==> config.mk <==
export PLATFORM = sky130hd
export DESIGN_NAME = cpu_top
export DESIGN_NICKNAME = d
export VERILOG_FILES = /design/src/design/cpu_pkg.sv /design/src/design/wb_if.sv /design/src/design/stage_reg.sv /design/src/design/register_file.sv /design/src/design/fetch_unit.sv /design/src/design/decode_unit.sv /design/src/design/execute_unit.sv /design/src/design/pipeline_control.sv /design/src/design/retire_counter.sv /design/src/design/cpu_top.sv
export SDC_FILE = /design/constraint.sdc
export NUM_CORES = 1
export LEC_CHECK = 0
export BUFFER_PORTS_ARGS = -buffer_cell sky130_fd_sc_hd__buf_2
export CAP_MARGIN = 20
export CELL_PAD_IN_SITES_DETAIL_PLACEMENT = 1
export CELL_PAD_IN_SITES_GLOBAL_PLACEMENT = 1
export CORE_ASPECT_RATIO = 1.5
export CORE_MARGIN = 2
export CORE_UTILIZATION = 51
export CTS_BUF_LIST = sky130_fd_sc_hd__clkbuf_2 sky130_fd_sc_hd__clkbuf_4 sky130_fd_sc_hd__clkbuf_8
export DETAILED_ROUTE_END_ITERATION = 12
export GPL_ROUTABILITY_DRIVEN = 0
export HOLD_SLACK_MARGIN = 0.03
export PLACE_DENSITY_LB_ADDON = 0.05
export SLEW_MARGIN = 20
export SYNTH_ARGS = -nofsm -noshare
export SYNTH_HDL_FRONTEND = slang
export SYNTH_SLANG_ARGS = --single-unit
==> constraint.sdc <==
create_clock -name clk -period 6.9 [get_ports clk]
set_clock_uncertainty 0.15 [all_clocks]
set_input_delay 1.38 -clock clk [delete_from_list [all_inputs] [get_ports clk]]
set_output_delay 1.38 -clock clk [all_outputs]
set_load 0.02 [all_outputs]
==> src/design/cpu_pkg.sv <==
package cpu_pkg;

   //////////////////////////////////////////////////////////////////////
   // ISA field widths
   //////////////////////////////////////////////////////////////////////
   localparam int WORD_W     = 16;
   localparam int REG_ADDR_W = 2;
   localparam int OPCODE_W   = 4;
   localparam int FUNC_W     = 6;
   localparam int IMM_W      = 8;
   localparam int TARGET_W   = 12;

   typedef logic [WORD_W-1:0]     word_t;
   typedef logic [REG_ADDR_W-1:0] reg_addr_t;

   // Opcodes, bits 15..12
   typedef enum logic [OPCODE_W-1:0] {
      OP_BNE   = 4'd0,
      OP_BEQ   = 4'd1,
      OP_ADI   = 4'd4,
      OP_LHI   = 4'd6,
      OP_JMP   = 4'd9,
      OP_RTYPE = 4'd15
   } opcode_t;

   // R-type function codes, bits 5..0
   typedef enum logic [FUNC_W-1:0] {
      FN_ADD = 6'd0,
      FN_SUB = 6'd1,
      FN_AND = 6'd2,
      FN_ORR = 6'd3,
      FN_WWD = 6'd28,
      FN_HLT = 6'd29
   } func_t;

   typedef enum logic [2:0] {
      ALU_ADD,
      ALU_SUB,
      ALU_AND,
      ALU_OR,
      ALU_PASS_B,
      ALU_EQ,
      ALU_NE
   } alu_op_t;

   //////////////////////////////////////////////////////////////////////
   // Stage payloads
   //////////////////////////////////////////////////////////////////////
   typedef struct packed {
      reg_addr_t rs;
      reg_addr_t rt;
      reg_addr_t write_reg;
      word_t     a;
      word_t     b;
      // Sign-extended immediate
      word_t     imm;
      word_t     npc;
      alu_op_t   alu_op;
      logic      use_imm;
      logic      reg_write;
      logic      is_branch;
      logic      out_write;
      logic      halt;
   } id_ex_t;

   typedef struct packed {
      reg_addr_t write_reg;
      word_t     result;
      logic      reg_write;
      logic      out_write;
      logic      halt;
   } ex_wb_t;

   typedef enum logic [1:0] {
      ST_RUN,
      ST_DRAIN,
      ST_HALTED
   } ctrl_state_t;

endpackage

==> src/design/wb_if.sv <==
`timescale 1ns/1ps

interface wb_if
   import cpu_pkg::*;
();
   // Instruction currently in WB
   logic      w_valid;
   logic      w_reg_write;
   reg_addr_t w_reg;
   word_t     w_data;
   logic      w_halt;

   // EX/WB register side
   modport source (
      output w_valid, w_reg_write, w_reg, w_data, w_halt
   );

   // Register file, forwarding, counter and control
   modport sink (
      input w_valid, w_reg_write, w_reg, w_data, w_halt
   );
endinterface

==> src/design/stage_reg.sv <==
`timescale 1ns/1ps

module stage_reg #(
   parameter type T = logic
) (
   input  logic clk,
   input  logic reset_n,
   input  logic i_bubble,
   input  T     i_d,
   input  logic i_valid,
   output T     o_q,
   output logic o_valid
);

   // Bubble loads an all-zero payload
   // so every downstream control flag reads inactive
   always_ff @(posedge clk) begin
      if (!reset_n || i_bubble) begin
         o_q     <= '0;
         o_valid <= 1'b0;
      end else begin
         o_q     <= i_d;
         o_valid <= i_valid;
      end
   end

endmodule

==> src/design/register_file.sv <==
`timescale 1ns/1ps

module register_file
   import cpu_pkg::*;
(
   input  logic      clk,
   input  logic      reset_n,
   input  reg_addr_t i_raddr1,
   input  reg_addr_t i_raddr2,
   output word_t     o_rdata1,
   output word_t     o_rdata2,
   wb_if.sink        wb
);

   word_t regs [4];
   logic  wr_en;

   // Write request from the instruction in WB
   assign wr_en = wb.w_valid && wb.w_reg_write;

   always_ff @(posedge clk) begin
      if (!reset_n) begin
         for (int i = 0; i < 4; i++) begin
            regs[i] <= '0;
         end
      end else if (wr_en) begin
         regs[wb.w_reg] <= wb.w_data;
      end
   end

   // Write-through, ID sees the value WB writes this cycle
   assign o_rdata1 = (wr_en && wb.w_reg == i_raddr1) ? wb.w_data : regs[i_raddr1];
   assign o_rdata2 = (wr_en && wb.w_reg == i_raddr2) ? wb.w_data : regs[i_raddr2];

endmodule

==> src/design/fetch_unit.sv <==
`timescale 1ns/1ps

module fetch_unit
   import cpu_pkg::*;
(
   input  logic  clk,
   input  logic  reset_n,
   input  logic  i_hold,
   input  logic  i_flush_if,
   input  logic  i_jump,
   input  word_t i_jump_target,
   input  logic  i_redirect,
   input  word_t i_redirect_pc,
   input  word_t i_inst,
   output word_t o_pc,
   output word_t o_ir,
   output logic  o_ir_valid,
   output word_t o_npc
);

   word_t pc;
   word_t pc_plus1;
   word_t next_pc;

   assign pc_plus1 = pc + word_t'(1);

   // Branch in EX is older than a jump in ID, so it wins
   always_comb begin
      if (i_redirect) begin
         next_pc = i_redirect_pc;
      end else if (i_jump) begin
         next_pc = i_jump_target;
      end else begin
         next_pc = pc_plus1;
      end
   end

   always_ff @(posedge clk) begin
      if (!reset_n) begin
         pc <= '0;
      end else if (!i_hold) begin
         pc <= next_pc;
      end
   end

   // Flush beats hold, a halted fetch leaves an empty IF/ID
   always_ff @(posedge clk) begin
      if (!reset_n) begin
         o_ir_valid <= 1'b0;
      end else if (i_flush_if) begin
         o_ir_valid <= 1'b0;
      end else if (!i_hold) begin
         o_ir_valid <= 1'b1;
      end
   end

   // IF/ID payload
   always_ff @(posedge clk) begin
      if (!i_hold) begin
         o_ir  <= i_inst;
         o_npc <= pc_plus1;
      end
   end

   assign o_pc = pc;

endmodule

==> src/design/decode_unit.sv <==
`timescale 1ns/1ps

module decode_unit
   import cpu_pkg::*;
(
   input  word_t     i_ir,
   input  logic      i_ir_valid,
   input  word_t     i_npc,
   input  word_t     i_rdata1,
   input  word_t     i_rdata2,
   output reg_addr_t o_raddr1,
   output reg_addr_t o_raddr2,
   output id_ex_t    o_payload,
   output logic      o_jump,
   output word_t     o_jump_target,
   output logic      o_halt_seen
);

   opcode_t               opcode;
   func_t                 func;
   reg_addr_t             rs;
   reg_addr_t             rt;
   reg_addr_t             rd;
   logic [IMM_W-1:0]      imm;
   logic [TARGET_W-1:0]   target;
   alu_op_t               alu_op;
   logic                  use_imm;
   logic                  reg_write;
   logic                  is_branch;
   logic                  out_write;
   logic                  halt;
   logic                  dst_rd;

   //////////////////////////////////////////////////////////////////////
   // Field split
   //////////////////////////////////////////////////////////////////////
   assign opcode = opcode_t'(i_ir[15:12]);
   assign rs     = i_ir[11:10];
   assign rt     = i_ir[9:8];
   assign rd     = i_ir[7:6];
   assign imm    = i_ir[7:0];
   assign target = i_ir[11:0];
   assign func   = func_t'(i_ir[5:0]);

   assign o_raddr1 = rs;
   assign o_raddr2 = rt;

   //////////////////////////////////////////////////////////////////////
   // Control generation
   //////////////////////////////////////////////////////////////////////
   always_comb begin
      alu_op    = ALU_ADD;
      use_imm   = 1'b0;
      reg_write = 1'b0;
      is_branch = 1'b0;
      out_write = 1'b0;
      halt      = 1'b0;
      dst_rd    = 1'b0;
      case (opcode)
         OP_RTYPE: begin
            // R-type writes rd
            dst_rd = 1'b1;
            case (func)
               FN_ADD: begin
                  alu_op    = ALU_ADD;
                  reg_write = 1'b1;
               end
               FN_SUB: begin
                  alu_op    = ALU_SUB;
                  reg_write = 1'b1;
               end
               FN_AND: begin
                  alu_op    = ALU_AND;
                  reg_write = 1'b1;
               end
               FN_ORR: begin
                  alu_op    = ALU_OR;
                  reg_write = 1'b1;
               end
               FN_WWD: out_write = 1'b1;
               FN_HLT: halt = 1'b1;
               default: ;
            endcase
         end
         OP_ADI: begin
            use_imm   = 1'b1;
            reg_write = 1'b1;
         end
         OP_LHI: begin
            alu_op    = ALU_PASS_B;
            use_imm   = 1'b1;
            reg_write = 1'b1;
         end
         OP_BNE: begin
            alu_op    = ALU_NE;
            is_branch = 1'b1;
         end
         OP_BEQ: begin
            alu_op    = ALU_EQ;
            is_branch = 1'b1;
         end
         // JMP resolves here, nothing goes down the pipe
         default: ;
      endcase
   end

   // Jump keeps the upper PC nibble
   assign o_jump        = i_ir_valid && (opcode == OP_JMP);
   assign o_jump_target = {i_npc[WORD_W-1:TARGET_W], target};
   assign o_halt_seen   = i_ir_valid && halt;

   //////////////////////////////////////////////////////////////////////
   // ID/EX payload
   //////////////////////////////////////////////////////////////////////
   always_comb begin
      o_payload           = '0;
      o_payload.rs        = rs;
      o_payload.rt        = rt;
      o_payload.write_reg = dst_rd ? rd : rt;
      o_payload.a         = i_rdata1;
      o_payload.b         = i_rdata2;
      o_payload.imm       = {{(WORD_W-IMM_W){imm[IMM_W-1]}}, imm};
      o_payload.npc       = i_npc;
      o_payload.alu_op    = alu_op;
      o_payload.use_imm   = use_imm;
      // Flags only for a live instruction
      o_payload.reg_write = reg_write && i_ir_valid;
      o_payload.is_branch = is_branch && i_ir_valid;
      o_payload.out_write = out_write && i_ir_valid;
      o_payload.halt      = halt && i_ir_valid;
   end

endmodule

==> src/design/execute_unit.sv <==
`timescale 1ns/1ps

module execute_unit
   import cpu_pkg::*;
(
   input  logic   clk,
   input  logic   reset_n,
   input  id_ex_t i_payload,
   input  logic   i_valid,
   wb_if.sink     wb,
   output ex_wb_t o_result,
   output logic   o_redirect,
   output word_t  o_redirect_pc,
   output word_t  o_output_port
);

   logic  wb_writes;
   word_t fwd_a;
   word_t fwd_b;
   word_t lhi_imm;
   word_t op_b;
   word_t alu_out;

   //////////////////////////////////////////////////////////////////////
   // Forwarding from WB
   //////////////////////////////////////////////////////////////////////
   assign wb_writes = wb.w_valid && wb.w_reg_write;
   assign fwd_a = (wb_writes && wb.w_reg == i_payload.rs) ? wb.w_data : i_payload.a;
   assign fwd_b = (wb_writes && wb.w_reg == i_payload.rt) ? wb.w_data : i_payload.b;

   // LHI places the low immediate byte on top
   assign lhi_imm = {i_payload.imm[IMM_W-1:0], {IMM_W{1'b0}}};

   always_comb begin
      if (!i_payload.use_imm) begin
         op_b = fwd_b;
      end else if (i_payload.alu_op == ALU_PASS_B) begin
         op_b = lhi_imm;
      end else begin
         op_b = i_payload.imm;
      end
   end

   // ALU
   always_comb begin
      case (i_payload.alu_op)
         ALU_ADD:    alu_out = fwd_a + op_b;
         ALU_SUB:    alu_out = fwd_a - op_b;
         ALU_AND:    alu_out = fwd_a & op_b;
         ALU_OR:     alu_out = fwd_a | op_b;
         ALU_PASS_B: alu_out = op_b;
         ALU_EQ:     alu_out = word_t'(fwd_a == op_b);
         ALU_NE:     alu_out = word_t'(fwd_a != op_b);
         default:    alu_out = '0;
      endcase
   end

   // Branch resolves here, taken means mispredicted
   assign o_redirect    = i_valid && i_payload.is_branch && alu_out[0];
   assign o_redirect_pc = i_payload.npc + i_payload.imm;

   //////////////////////////////////////////////////////////////////////
   // EX/WB payload
   //////////////////////////////////////////////////////////////////////
   always_comb begin
      o_result.write_reg = i_payload.write_reg;
      // WWD carries rs out
      o_result.result    = i_payload.out_write ? fwd_a : alu_out;
      o_result.reg_write = i_valid && i_payload.reg_write;
      o_result.out_write = i_valid && i_payload.out_write;
      o_result.halt      = i_valid && i_payload.halt;
   end

   // Output port, updated as WWD enters EX/WB
   always_ff @(posedge clk) begin
      if (!reset_n) begin
         o_output_port <= '0;
      end else if (o_result.out_write) begin
         o_output_port <= o_result.result;
      end
   end

endmodule

==> src/design/pipeline_control.sv <==
`timescale 1ns/1ps

module pipeline_control
   import cpu_pkg::*;
(
   input  logic clk,
   input  logic reset_n,
   input  logic i_halt_seen,
   input  logic i_jump,
   input  logic i_redirect,
   wb_if.sink   wb,
   output logic o_hold,
   output logic o_flush_if,
   output logic o_flush_id,
   output logic o_is_halted
);

   ctrl_state_t state;
   ctrl_state_t state_next;
   logic        halt_retired;
   logic        halt_enter;

   assign halt_retired = wb.w_valid && wb.w_halt;

   // A HLT on a mispredicted path must not stop the core
   assign halt_enter = i_halt_seen && !i_redirect;

   always_comb begin
      state_next = state;
      o_hold     = 1'b1;
      o_flush_if = 1'b1;
      o_flush_id = 1'b1;
      case (state)
         ST_RUN: begin
            o_hold     = halt_enter;
            // Redirect kills IF and ID, jump kills IF
            o_flush_if = i_redirect || i_jump || i_halt_seen;
            o_flush_id = i_redirect;
            if (halt_enter) begin
               state_next = ST_DRAIN;
            end
         end
         ST_DRAIN: begin
            // Wait for the HLT to reach WB
            if (halt_retired) begin
               state_next = ST_HALTED;
            end
         end
         // Final until reset
         default: state_next = ST_HALTED;
      endcase
   end

   always_ff @(posedge clk) begin
      if (!reset_n) begin
         state <= ST_RUN;
      end else begin
         state <= state_next;
      end
   end

   assign o_is_halted = (state == ST_HALTED);

endmodule

==> src/design/retire_counter.sv <==
`timescale 1ns/1ps

module retire_counter
   import cpu_pkg::*;
(
   input  logic  clk,
   input  logic  reset_n,
   wb_if.sink    wb,
   output word_t o_num_inst
);

   logic halt_done;

   // Bubbles are invalid and never counted
   // HLT itself counts, nothing after it
   always_ff @(posedge clk) begin
      if (!reset_n) begin
         o_num_inst <= '0;
         halt_done  <= 1'b0;
      end else if (wb.w_valid && !halt_done) begin
         o_num_inst <= o_num_inst + word_t'(1);
         if (wb.w_halt) begin
            halt_done <= 1'b1;
         end
      end
   end

endmodule

==> src/design/cpu_top.sv <==
`timescale 1ns/1ps

module cpu_top
   import cpu_pkg::*;
(
   input  logic  clk,
   input  logic  reset_n,
   output word_t o_i_address,
   input  word_t i_i_data,
   output word_t o_output_port,
   output logic  o_is_halted,
   output word_t o_num_inst
);

   word_t     ir;
   logic      ir_valid;
   word_t     npc;
   reg_addr_t raddr1;
   reg_addr_t raddr2;
   word_t     rdata1;
   word_t     rdata2;
   id_ex_t    id_payload;
   id_ex_t    ex_payload;
   logic      ex_valid;
   ex_wb_t    ex_result;
   ex_wb_t    wb_payload;
   logic      wb_valid;
   logic      jump;
   word_t     jump_target;
   logic      redirect;
   word_t     redirect_pc;
   logic      halt_seen;
   logic      hold;
   logic      flush_if;
   logic      flush_id;

   wb_if wb_bus ();

   // WB view of the EX/WB register
   assign wb_bus.w_valid     = wb_valid;
   assign wb_bus.w_reg_write = wb_payload.reg_write;
   assign wb_bus.w_reg       = wb_payload.write_reg;
   assign wb_bus.w_data      = wb_payload.result;
   assign wb_bus.w_halt      = wb_payload.halt;

   //////////////////////////////////////////////////////////////////////
   // IF and ID
   //////////////////////////////////////////////////////////////////////
   fetch_unit u_fetch (
      .clk           (clk),
      .reset_n       (reset_n),
      .i_hold        (hold),
      .i_flush_if    (flush_if),
      .i_jump        (jump),
      .i_jump_target (jump_target),
      .i_redirect    (redirect),
      .i_redirect_pc (redirect_pc),
      .i_inst        (i_i_data),
      .o_pc          (o_i_address),
      .o_ir          (ir),
      .o_ir_valid    (ir_valid),
      .o_npc         (npc)
   );

   decode_unit u_decode (
      .i_ir          (ir),
      .i_ir_valid    (ir_valid),
      .i_npc         (npc),
      .i_rdata1      (rdata1),
      .i_rdata2      (rdata2),
      .o_raddr1      (raddr1),
      .o_raddr2      (raddr2),
      .o_payload     (id_payload),
      .o_jump        (jump),
      .o_jump_target (jump_target),
      .o_halt_seen   (halt_seen)
   );

   register_file u_rf (
      .clk      (clk),
      .reset_n  (reset_n),
      .i_raddr1 (raddr1),
      .i_raddr2 (raddr2),
      .o_rdata1 (rdata1),
      .o_rdata2 (rdata2),
      .wb       (wb_bus.sink)
   );

   stage_reg #(.T(id_ex_t)) u_id_ex (
      .clk      (clk),
      .reset_n  (reset_n),
      .i_bubble (flush_id),
      .i_d      (id_payload),
      .i_valid  (ir_valid),
      .o_q      (ex_payload),
      .o_valid  (ex_valid)
   );

   //////////////////////////////////////////////////////////////////////
   // EX and WB
   //////////////////////////////////////////////////////////////////////
   execute_unit u_execute (
      .clk           (clk),
      .reset_n       (reset_n),
      .i_payload     (ex_payload),
      .i_valid       (ex_valid),
      .wb            (wb_bus.sink),
      .o_result      (ex_result),
      .o_redirect    (redirect),
      .o_redirect_pc (redirect_pc),
      .o_output_port (o_output_port)
   );

   // Nothing enters WB once halted
   stage_reg #(.T(ex_wb_t)) u_ex_wb (
      .clk      (clk),
      .reset_n  (reset_n),
      .i_bubble (o_is_halted),
      .i_d      (ex_result),
      .i_valid  (ex_valid),
      .o_q      (wb_payload),
      .o_valid  (wb_valid)
   );

   pipeline_control u_ctrl (
      .clk         (clk),
      .reset_n     (reset_n),
      .i_halt_seen (halt_seen),
      .i_jump      (jump),
      .i_redirect  (redirect),
      .wb          (wb_bus.sink),
      .o_hold      (hold),
      .o_flush_if  (flush_if),
      .o_flush_id  (flush_id),
      .o_is_halted (o_is_halted)
   );

   retire_counter u_retire (
      .clk        (clk),
      .reset_n    (reset_n),
      .wb         (wb_bus.sink),
      .o_num_inst (o_num_inst)
   );

endmodule

==> results.sh, run 1 <==
export IMPL_outcome="finished clean"
export IMPL_layout_common_cells="dfxtp_1, nand2_1, nor2_1, and2_1, edfxtp_1"
export IMPL_layout_drive_gt1_share=0.180
export IMPL_finalSetupViolCount=0
export IMPL_cp_end_kind="flip-flop"
export IMPL_cts_tree="built"
export IMPL_via_per_inst=6.09
export IMPL_final_nets=1492
export IMPL_slew_headroom=0.260
export IMPL_cts_root_buf="clkbuf_8"
export IMPL_ctsHoldBuffers=0
export IMPL_drc=0
export IMPL_cts_sinks=240
export IMPL_netlist_area_sq_um=13300
export IMPL_cts_setup_buffers=0
export IMPL_n_antenna_cell=0
export IMPL_num_io_pins=67
export IMPL_timing_final_crit_period_ps=6120
export IMPL_drv_cap=0
export IMPL_postLayoutCoreUtil=0.574
export IMPL_wirelength_um=42100
export IMPL_synth_seq_cells=240
export IMPL_io_buffers=66
export IMPL_worst_path_buf_inv=1
export IMPL_synthArstFlopShare=0
export IMPL_required_ps=6990
export IMPL_firstDrtPassIters=5
export IMPL_layout_commonest_cell="dfxtp_1"
export IMPL_cp_num_cells=11
export IMPL_syn_avg_cell_area_sq_um=9.91
export IMPL_slew_viol_final=0
export IMPL_slowest_stage="o21ai_4"
export IMPL_cts_clk_slew_worst_paths_ps=60
export IMPL_setup_worst_path_start_class="flip-flop"
export IMPL_hold_viol=0
export IMPL_dieHeight_um=202
export IMPL_num_vias=10800
export IMPL_antenna_found_initial=0
export IMPL_synth_edff_count=96
export IMPL_synthFlopType="dfxtp_1"
export IMPL_synth_fp_nets=1433
export IMPL_r2r_start="u_id_ex.o_q[6]$_SDFF_PP0_"
export IMPL_ant_nets=0
export IMPL_core_area_sq_um=25800
export IMPL_dieArea_sq_um=27500
export IMPL_die_w_um=136
export IMPL_cts_repair_resize_count=0
export IMPL_first_iter_violations=530
export IMPL_dpl_cell_area_sq_um=14000
export IMPL_hpwl_um=30200
export IMPL_cp_data_arrival_time_ps=6210
export IMPL_grt_max_degree=43
export IMPL_ys_seq_area_frac=0.432
export IMPL_cp_cell_sequence="nor2_1 -> and2_1 -> a21oi_1 -> o21ai_0 -> ha_1 -> or4b_2 -> nor4_1 -> a41o_1 -> a41oi_2 -> o21ai_4 -> buf_4"
export IMPL_grt_pass1_vias=11600
export IMPL_hp_class="flip-flop to flip-flop"
export IMPL_std_cell_rows=72
export IMPL_ys_warnings_count=0
export IMPL_critical_path_max_fanout=32
export IMPL_grt_pass1_wl_um=64600
export IMPL_p_per_area_nw_per_um2=225
export IMPL_critPathMaxStageDelay_ps=880
export IMPL_area_growth_pct=10.8
export IMPL_track_usage=0.312
export IMPL_synth_cell_types=83
export IMPL_rr_worst_depth=11
export IMPL_synthCells=1346
export IMPL_rsz0062_at_grt="no"
export IMPL_clock_path_buffers=3
export IMPL_worst_slew_pin_slew_ps=1110
export IMPL_htree_num_levels=2
export IMPL_path_class="flip-flop to flip-flop"
export IMPL_initial_core_util=0.518
export IMPL_worstHoldStart="u_fetch.o_npc[8]$_DFFE_PN_"
export IMPL_cts_made_buffers=39
export IMPL_grt_overflow=0
export IMPL_post_drt_wl_per_cell_um=23.8
export IMPL_crit_family="compound AO/OA/AOI/OAI gates"
export IMPL_clock_latency_ps=570
export IMPL_fin_hold_ws_ps=296
export IMPL_final_area_sq_um=14800
export IMPL_vdd_drop_max_mv=0.175
export IMPL_max_clock_freq_mhz=163
export IMPL_fin_tns_setup_ps=0
export IMPL_power_w=0.00332
export IMPL_crit_start="u_id_ex.o_q[6]$_SDFF_PP0_"
export IMPL_hold_depth=1
export IMPL_timing_final_crit_share=0.887
export IMPL_cellLeakagePower_nw=6.04
through the flow:
step	setup slack, ps	instances
2_1_floorplan	1890	1346
3_3_place_gp	1030	1697
3_5_place_dp	864	1697
4_1_cts	828	1768
5_1_grt	305	1768
6_report	780	1768
cell usage after synthesis (7+ instances only):
cell        n  area share
mux2_2     21       0.018
a211oi_1   22       0.012
and3_1     12      0.0056
nand2_1   124       0.035
and2_1    101       0.047
nor2_1    123       0.035
edfxtp_1   96        0.22
a21oi_2    10      0.0066
nor4_1      9      0.0042
inv_1      62       0.017
xor2_1     33       0.022
o21bai_1    8      0.0045
buf_6       7      0.0059
a31o_2     11      0.0072
mux2i_1    39       0.029
o211ai_1    7      0.0039
dfxtp_1   144        0.22
ha_1       66       0.062
nor3b_1     8      0.0045
a31oi_1     7      0.0033
clkbuf_1   47       0.013
mux4_2     33       0.056
a21oi_1    86       0.032
nand3_1    21      0.0079
nand4_1    10      0.0047
a22oi_1     7      0.0039
o21ai_0    42       0.016
xnor2_1    24       0.016
nor3_1     31       0.012
buf_1      13      0.0037
nand2b_1    7      0.0033
sequential cells by signal, summed over array words and instances (netlist names):
register and cells:
u_retire.o_num_inst 16, u_rf.regs 64, u_ex_wb.o_valid 1, u_execute.o_output_port 16
u_fetch.o_ir_valid 1, u_id_ex.o_q 70, u_fetch.o_pc 16, u_fetch.o_npc 16
u_ex_wb.o_q 20, u_ctrl.state 2, u_id_ex.o_valid 1, u_retire.halt_done 1
u_fetch.o_ir 16
layer usage:
layer	track usage	wire, um
met3	0.0421	1470
met4	0.201	3000
met2	0.574	22400
met1	0.326	15200
met5	0	0
where the power goes:
group / internal, W / total, W / switching [W]
registers: 0.00153 / 0.00160 / 0.0000670
clock network: 0.000734 / 0.00132 / 0.000584
logic: 0.000156 / 0.000409 / 0.000253
area by class of cell:
class / count / area, sq um
inverter: 63 / 236
fill: 2960 / 11000
sequential: 240 / 5770
timing repair buffer: 93 / 533
clock inverter: 13 / 120
tap: 333 / 417
clock buffer: 58 / 704
multi-input combinational: 968 / 7010
cell families after synthesis:
kind of cell | count (synthesis) | synth area share
muxes | 93 | 0.103
buffers and inverters | 138 | 0.0437
and+or+nand+nor | 479 | 0.179
AOI/OAI and AO/OA | 270 | 0.139
xor gates and xnor gates | 57 | 0.0374
DFF | 240 | 0.432
adders and majority gates | 69 | 0.0664
path summary, 6_finish.rpt:
path                                end  slack, ps
max          u_fetch.o_ir[15]$_DFFE_PN_        780
min          u_id_ex.o_q[16]$_SDFF_PP0_        300
max reg2reg  u_fetch.o_ir[15]$_DFFE_PN_        780
min reg2reg  u_id_ex.o_q[16]$_SDFF_PP0_        300
Power figures use the tool's default switching activity.
==> run 2: changes to the inputs <==
--- a/config.mk
+++ b/config.mk
@@ -15,6 +15,7 @@
 export CTS_BUF_LIST = sky130_fd_sc_hd__clkbuf_2 sky130_fd_sc_hd__clkbuf_4 sky130_fd_sc_hd__clkbuf_8
 export DETAILED_ROUTE_END_ITERATION = 12
 export GPL_ROUTABILITY_DRIVEN = 0
+export GPL_TIMING_DRIVEN = 0
 export HOLD_SLACK_MARGIN = 0.03
 export PLACE_DENSITY_LB_ADDON = 0.05
 export SLEW_MARGIN = 20
==> run 2 against run 1 <==
  * Clock-buffer cell count rose by 1
  * Critical path depth rose by 2
  * Non-clock buffer count up 49
  * Critical path type unchanged
  * First-iteration DRC count is 55% higher
  * Combinational power up 5.6%
  * Power up 1.5%
==> results.sh, run 2 (synthesis results as in run 1) <==
export IMPL_outcome="finished clean"
export IMPL_max_clock_freq_mhz=157
export IMPL_r2r_end="u_fetch.o_ir[9]$_DFFE_PN_"
export IMPL_multiInputGateArea_sq_um=7010
export IMPL_num_vias=11200
export IMPL_registers_top_by_ff_count="u_id_ex.o_q"
export IMPL_dieArea_sq_um=27500
export IMPL_grt_overflow=0
export IMPL_post_drt_wl_per_cell_um=24.7
export IMPL_cp_end_kind="flip-flop"
export IMPL_die_w_um=136
export IMPL_cts_made_buffers=38
export IMPL_fillerInstances=2974
export IMPL_track_usage=0.330
export IMPL_hp_class="flip-flop to flip-flop"
export IMPL_layout_drive_gt1_share=0.166
export IMPL_r2r_start="u_ex_wb.o_valid$_SDFF_PP0_"
export IMPL_clock_latency_ps=570
export IMPL_grt_pass1_vias=12000
export IMPL_num_io_pins=67
export IMPL_first_iter_violations=819
export IMPL_cellLeakagePower_nw=6.07
export IMPL_reg_top3="u_id_ex.o_q: 70 flops, u_rf.regs: 64 flops, u_ex_wb.o_q: 20 flops"
export IMPL_area_growth_pct=12.1
export IMPL_via_per_inst=6.20
export IMPL_ctsHoldBuffers=0
export IMPL_firstDrtPassIters=5
export IMPL_drc=0
export IMPL_slew_headroom=0.181
export IMPL_n_antenna_cell=0
export IMPL_slew_viol_final=0
export IMPL_timing_final_crit_share=0.922
export IMPL_initial_core_util=0.518
export IMPL_critical_path_max_fanout=41
export IMPL_cts_root_buf="clkbuf_8"
export IMPL_setup_ws_ps=535
export IMPL_core_area_sq_um=25800
export IMPL_layout_area_seq_sq_um=5770
export IMPL_fin_tns_setup_ps=0
export IMPL_antenna_found_initial=0
export IMPL_grt_pass1_wl_um=68300
export IMPL_final_nets=1540
export IMPL_worstHoldStart="u_id_ex.o_q[0]$_SDFF_PP0_"
export IMPL_dpl_cell_area_sq_um=14100
export IMPL_largest_reg_flops=70
export IMPL_drv_cap=0
export IMPL_required_ps=6980
export IMPL_hold_viol=0
export IMPL_endpoint="u_fetch.o_ir[9]$_DFFE_PN_"
export IMPL_clock_path_buffers=3
export IMPL_path_class="flip-flop to flip-flop"
export IMPL_vdd_drop_max_mv=0.174
export IMPL_r2r_setup_slack_ps=540
export IMPL_rr_worst_depth=13
export IMPL_dieHeight_um=202
export IMPL_cp_data_arrival_time_ps=6450
export IMPL_std_cell_rows=72
export IMPL_finalSetupViolCount=0
export IMPL_wirelength_um=44700
export IMPL_grt_max_degree=42
export IMPL_final_area_sq_um=15000
export IMPL_timing_final_crit_period_ps=6360
export IMPL_layout_common_cells="dfxtp_1, nand2_1, nor2_1, and2_1, edfxtp_1"
export IMPL_pre_cts_ws_ps=305
export IMPL_crit_start="u_ex_wb.o_valid$_SDFF_PP0_"
export IMPL_worst_slew_pin_slew_ps=1220
export IMPL_hpwl_um=33800
export IMPL_ant_nets=0
export IMPL_htree_num_levels=2
export IMPL_cts_sinks=240
export IMPL_p_per_area_nw_per_um2=226
export IMPL_layout_commonest_cell="dfxtp_1"
export IMPL_rsz0062_at_grt="no"
export IMPL_io_buffers=66
export IMPL_setup_worst_path_start_class="flip-flop"
export IMPL_cts_clk_slew_worst_paths_ps=60
export IMPL_cts_tree="built"
run 2: worst max-delay path, cell delays in order (launching register included):
cell	delay, ps
dfxtp_1	480
nand2_1	330
nor3_4	500
clkbuf_1	570
mux2i_2	590
inv_1	150
ha_1	300
clkbuf_1	200
or4_1	610
nor4_1	420
a41o_1	400
a41oi_2	320
o21ai_2	570
buf_6	400
run 2: worst min path at each step:
stage	slack, ps	depth (start not counted)	end
floorplan	260	1	u_ex_wb.o_q[0]$_SDFF_PP0_
global placement	260	1	u_ex_wb.o_q[2]$_SDFF_PP0_
detailed placement	270	1	u_ex_wb.o_q[0]$_SDFF_PP0_
CTS	290	1	u_ex_wb.o_q[0]$_SDFF_PP0_
global route	310	1	u_id_ex.o_q[19]$_SDFF_PP0_
finish	280	1	u_ex_wb.o_q[0]$_SDFF_PP0_
run 2: cell type report:
cell class,count,area share
clock inverters,7,0.00661
repair buffers,67,0.0228
plain buffers,75,0.0232
flip-flops and latches,240,0.386
multi-input cells,968,0.468
clock buffers,59,0.0497
inverters,63,0.0158
well taps,333,0.0279
run 2: what timing repair did:
action	4_1_cts	5_1_grt
setup buffers	0	0
setup endpoints to repair	0	42
resized for setup	0	2
run 2: per-stage QoR:
step	power (W)	instances	hold WS, ps	util
floorplan	0.00188	1346	256	-
global placement	0.00202	1745	259	0.547
detailed placement	0.00203	1746	273	0.547
CTS	0.00338	1812	285	0.580
global route	0.00348	1812	308	0.580
finish	0.00337	1812	283	0.580
run 2: routing by layer:
layer,vias to the layer above,share of wire,track usage
met3,168,0.048,0.0472
met2,399,0.53,0.606
met5,-,0,0
met4,0,0.074,0.218
met1,5629,0.35,0.342
li1,5047,-,-
run 2: power breakdown:
part           total, W  internal, W  switching, W
Clock           0.00136     0.000762      0.000595
Combinational  0.000432     0.000159      0.000272
Sequential      0.00158      0.00153     0.0000556
==> run 3: changes to the inputs <==
--- a/config.mk
+++ b/config.mk
@@ -5,13 +5,14 @@
 export SDC_FILE = /design/constraint.sdc
 export NUM_CORES = 1
 export LEC_CHECK = 0
+export ABC_AREA = 1
 export BUFFER_PORTS_ARGS = -buffer_cell sky130_fd_sc_hd__buf_2
 export CAP_MARGIN = 20
 export CELL_PAD_IN_SITES_DETAIL_PLACEMENT = 1
 export CELL_PAD_IN_SITES_GLOBAL_PLACEMENT = 1
 export CORE_ASPECT_RATIO = 1.5
 export CORE_MARGIN = 2
-export CORE_UTILIZATION = 51
+export CORE_UTILIZATION = 48
 export CTS_BUF_LIST = sky130_fd_sc_hd__clkbuf_2 sky130_fd_sc_hd__clkbuf_4 sky130_fd_sc_hd__clkbuf_8
 export DETAILED_ROUTE_END_ITERATION = 12
 export GPL_ROUTABILITY_DRIVEN = 0
==> run 3 against run 2 <==
  * Worst hold slack got worse by 26 ps
  * Power rose by 0.86%
  * Final cell count rose by 25%
  * Sequential power about the same
  * Non-clock buffer count is 1 lower
  * Critical path depth grew 9
  * Die area grew 7.4%
  * Largest cell class unchanged
==> results.sh, run 3 <==
export IMPL_outcome="finished clean"
export IMPL_io_buffers=65
export IMPL_final_area_sq_um=15100
export IMPL_r2r_start="u_ex_wb.o_valid$_SDFF_PP0_"
export IMPL_first_iter_violations=837
export IMPL_drc=0
export IMPL_finalSetupViolCount=0
export IMPL_dpl_cell_count=2204
export IMPL_registers_top_by_ff_count="u_id_ex.o_q"
export IMPL_dieArea_sq_um=29500
export IMPL_cts_clk_slew_worst_paths_ps=70
export IMPL_cts_sinks=240
export IMPL_ant_nets=0
export IMPL_synth_top_area_cell="dfxtp_1"
export IMPL_fin_tns_setup_ps=0
export IMPL_max_clock_freq_mhz=194
export IMPL_largest_reg_flops=70
export IMPL_ys_seq_area_frac=0.427
export IMPL_wirelength_um=47100
export IMPL_slew_headroom=0.268
export IMPL_ys_warnings_count=0
export IMPL_grt_overflow=0
export IMPL_layout_common_cells="nor2_1, nand2_1, inv_1, o21ai_0, dfxtp_1"
export IMPL_syn_avg_cell_area_sq_um=7.54
export IMPL_r2r_end="u_fetch.o_pc[6]$_SDFFE_PN0N_"
export IMPL_holdPathEnd="u_ex_wb.o_q[19]$_SDFF_PP0_"
export IMPL_critical_path_max_fanout=23
export IMPL_hp_class="flip-flop to flip-flop"
export IMPL_layout_commonest_cell="nor2_1"
export IMPL_vdd_drop_max_mv=0.159
export IMPL_clock_path_buffers=3
export IMPL_synthArstFlopShare=0
export IMPL_hpwl_um=36300
export IMPL_slew_viol_final=0
export IMPL_htree_num_levels=2
export IMPL_post_drt_wl_per_cell_um=20.7
export IMPL_required_ps=7150
export IMPL_cts_made_buffers=37
export IMPL_die_w_um=141
export IMPL_synth_cell_types=52
export IMPL_worst_slew_pin_slew_ps=1090
export IMPL_num_vias=13100
export IMPL_num_io_pins=67
export IMPL_std_cell_rows=75
export IMPL_p_per_area_nw_per_um2=226
export IMPL_synthFlopType="dfxtp_1"
export IMPL_synth_edff_count=96
export IMPL_dpl_cell_area_sq_um=14300
export IMPL_r2r_setup_slack_ps=1750
export IMPL_n_antenna_cell=0
export IMPL_core_area_sq_um=27900
export IMPL_area_growth_pct=11.4
export IMPL_firstDrtPassIters=5
export IMPL_timing_final_crit_period_ps=5150
export IMPL_path_class="flip-flop to flip-flop"
export IMPL_cts_root_buf="clkbuf_8"
export IMPL_cts_setup_buffers=0
export IMPL_synthCells=1792
export IMPL_hold_depth=2
export IMPL_timing_final_crit_share=0.747
export IMPL_postLayoutCoreUtil=0.540
export IMPL_layout_drive_gt1_share=0.0909
export IMPL_initial_core_util=0.485
export IMPL_dieHeight_um=209
export IMPL_cts_tree="built"
export IMPL_setup_worst_path_start_class="flip-flop"
export IMPL_grt_max_degree=24
export IMPL_instances_no_fill=2272
export IMPL_worstHoldStart="u_id_ex.o_q[72]$_SDFF_PP0_"
export IMPL_cp_end_kind="flip-flop"
export IMPL_reg_top3="u_id_ex.o_q: 70 flops, u_rf.regs: 64 flops, u_ex_wb.o_q: 20 flops"
export IMPL_netlist_area_sq_um=13500
export IMPL_grt_pass1_wl_um=72500
export IMPL_grt_pass1_vias=13700
export IMPL_synth_common_cells="nor2_1, nand2_1, inv_1"
export IMPL_cellLeakagePower_nw=6.67
export IMPL_via_per_inst=5.75
export IMPL_drv_cap=0
export IMPL_synth_most_common_cell="nor2_1"
export IMPL_synth_area_leaders="dfxtp_1, edfxtp_1, nor2_1"
export IMPL_power_w=0.00340
export IMPL_rsz0062_at_grt="no"
export IMPL_ctsHoldBuffers=0
export IMPL_antenna_found_initial=0
export IMPL_hold_viol=0
export IMPL_cp_data_arrival_time_ps=5400
export IMPL_yosys_area_top_type_share=0.213
export IMPL_synth_fp_nets=1879
export IMPL_cts_repair_resize_count=0
export IMPL_rr_worst_depth=22
export IMPL_clock_latency_ps=550
export IMPL_synth_seq_cells=240
export IMPL_track_usage=0.318
export IMPL_final_nets=1984
run 3: through the flow:
stage	hold WS [ps]	worst slack (ps)
6_report	257	1750
5_1_grt	292	1320
4_1_cts	259	1720
3_5_place_dp	255	1710
3_3_place_gp	247	1580
2_1_floorplan	244	2920
run 3: critical path, stage by stage (launching register included):
cell	delay [ps]
dfxtp_1	370
nand2_1	190
a21oi_1	270
nand3_2	190
clkbuf_1	250
clkbuf_1	260
o21ai_0	540
inv_1	190
ha_1	310
clkbuf_1	230
inv_1	210
nand4_1	130
nor2_1	160
nand3_1	100
nand2_1	80
nand3_2	90
nand2_4	140
nand2_4	110
a21oi_4	570
buf_16	250
nand2_1	70
nand2_1	70
nor2_1	40
run 3: area by class of cell:
class / count / area, sq um
Clock inverter: 9 / 42.5
Clock buffer: 59 / 718
Inverter: 243 / 912
Buffer: 75 / 314
Timing Repair Buffer: 66 / 353
Fill cell: 3573 / 12800
Tap cell: 346 / 433
Multi-Input combinational cell: 1234 / 6520
Sequential cell: 240 / 5770
run 3: how the worst max path moves through the flow:
stage | startpoint | end | cells past startpoint
6_report | u_ex_wb.o_valid$_SDFF_PP0_ | u_fetch.o_pc[6]$_SDFFE_PN0N_ | 22
5_1_grt | u_ex_wb.o_valid$_SDFF_PP0_ | u_fetch.o_pc[6]$_SDFFE_PN0N_ | 22
3_3_place_gp | u_ex_wb.o_valid$_SDFF_PP0_ | u_fetch.o_pc[6]$_SDFFE_PN0N_ | 21
2_1_floorplan | u_ex_wb.o_q[19]$_SDFF_PP0_ | u_fetch.o_ir[0]$_DFFE_PN_ | 19
4_1_cts | u_ex_wb.o_valid$_SDFF_PP0_ | u_fetch.o_pc[6]$_SDFFE_PN0N_ | 22
3_5_place_dp | u_ex_wb.o_valid$_SDFF_PP0_ | u_fetch.o_pc[6]$_SDFFE_PN0N_ | 21
run 3: layer usage:
layer,global-route usage,share of wire,vias to the layer above
met5,0,0,-
met4,0.185,0.063,0
met3,0.0338,0.044,169
met2,0.595,0.52,444
met1,0.342,0.37,6323
li1,-,-,6123
run 3: where the power goes:
group | leakage, nW | switching (W) | internal [W]
combinational | 4.06 | 0.000425 | 0.000168
sequential | 2.20 | 0.0000397 | 0.00154
clock | 0.407 | 0.000571 | 0.000661
total | 6.67 | 0.00104 | 0.00237
run 3: logic make-up after synthesis:
| kind of cell | synth area share |
|---|---|
| flip-flops | 0.427 |
| AND/OR/NAND/NOR | 0.235 |
| AO/OA/AOI/OAI | 0.163 |
| XOR/XNOR | 0.0188 |
| adder cells (fa/ha/maj) | 0.0656 |
| buffers and inverters | 0.0908 |
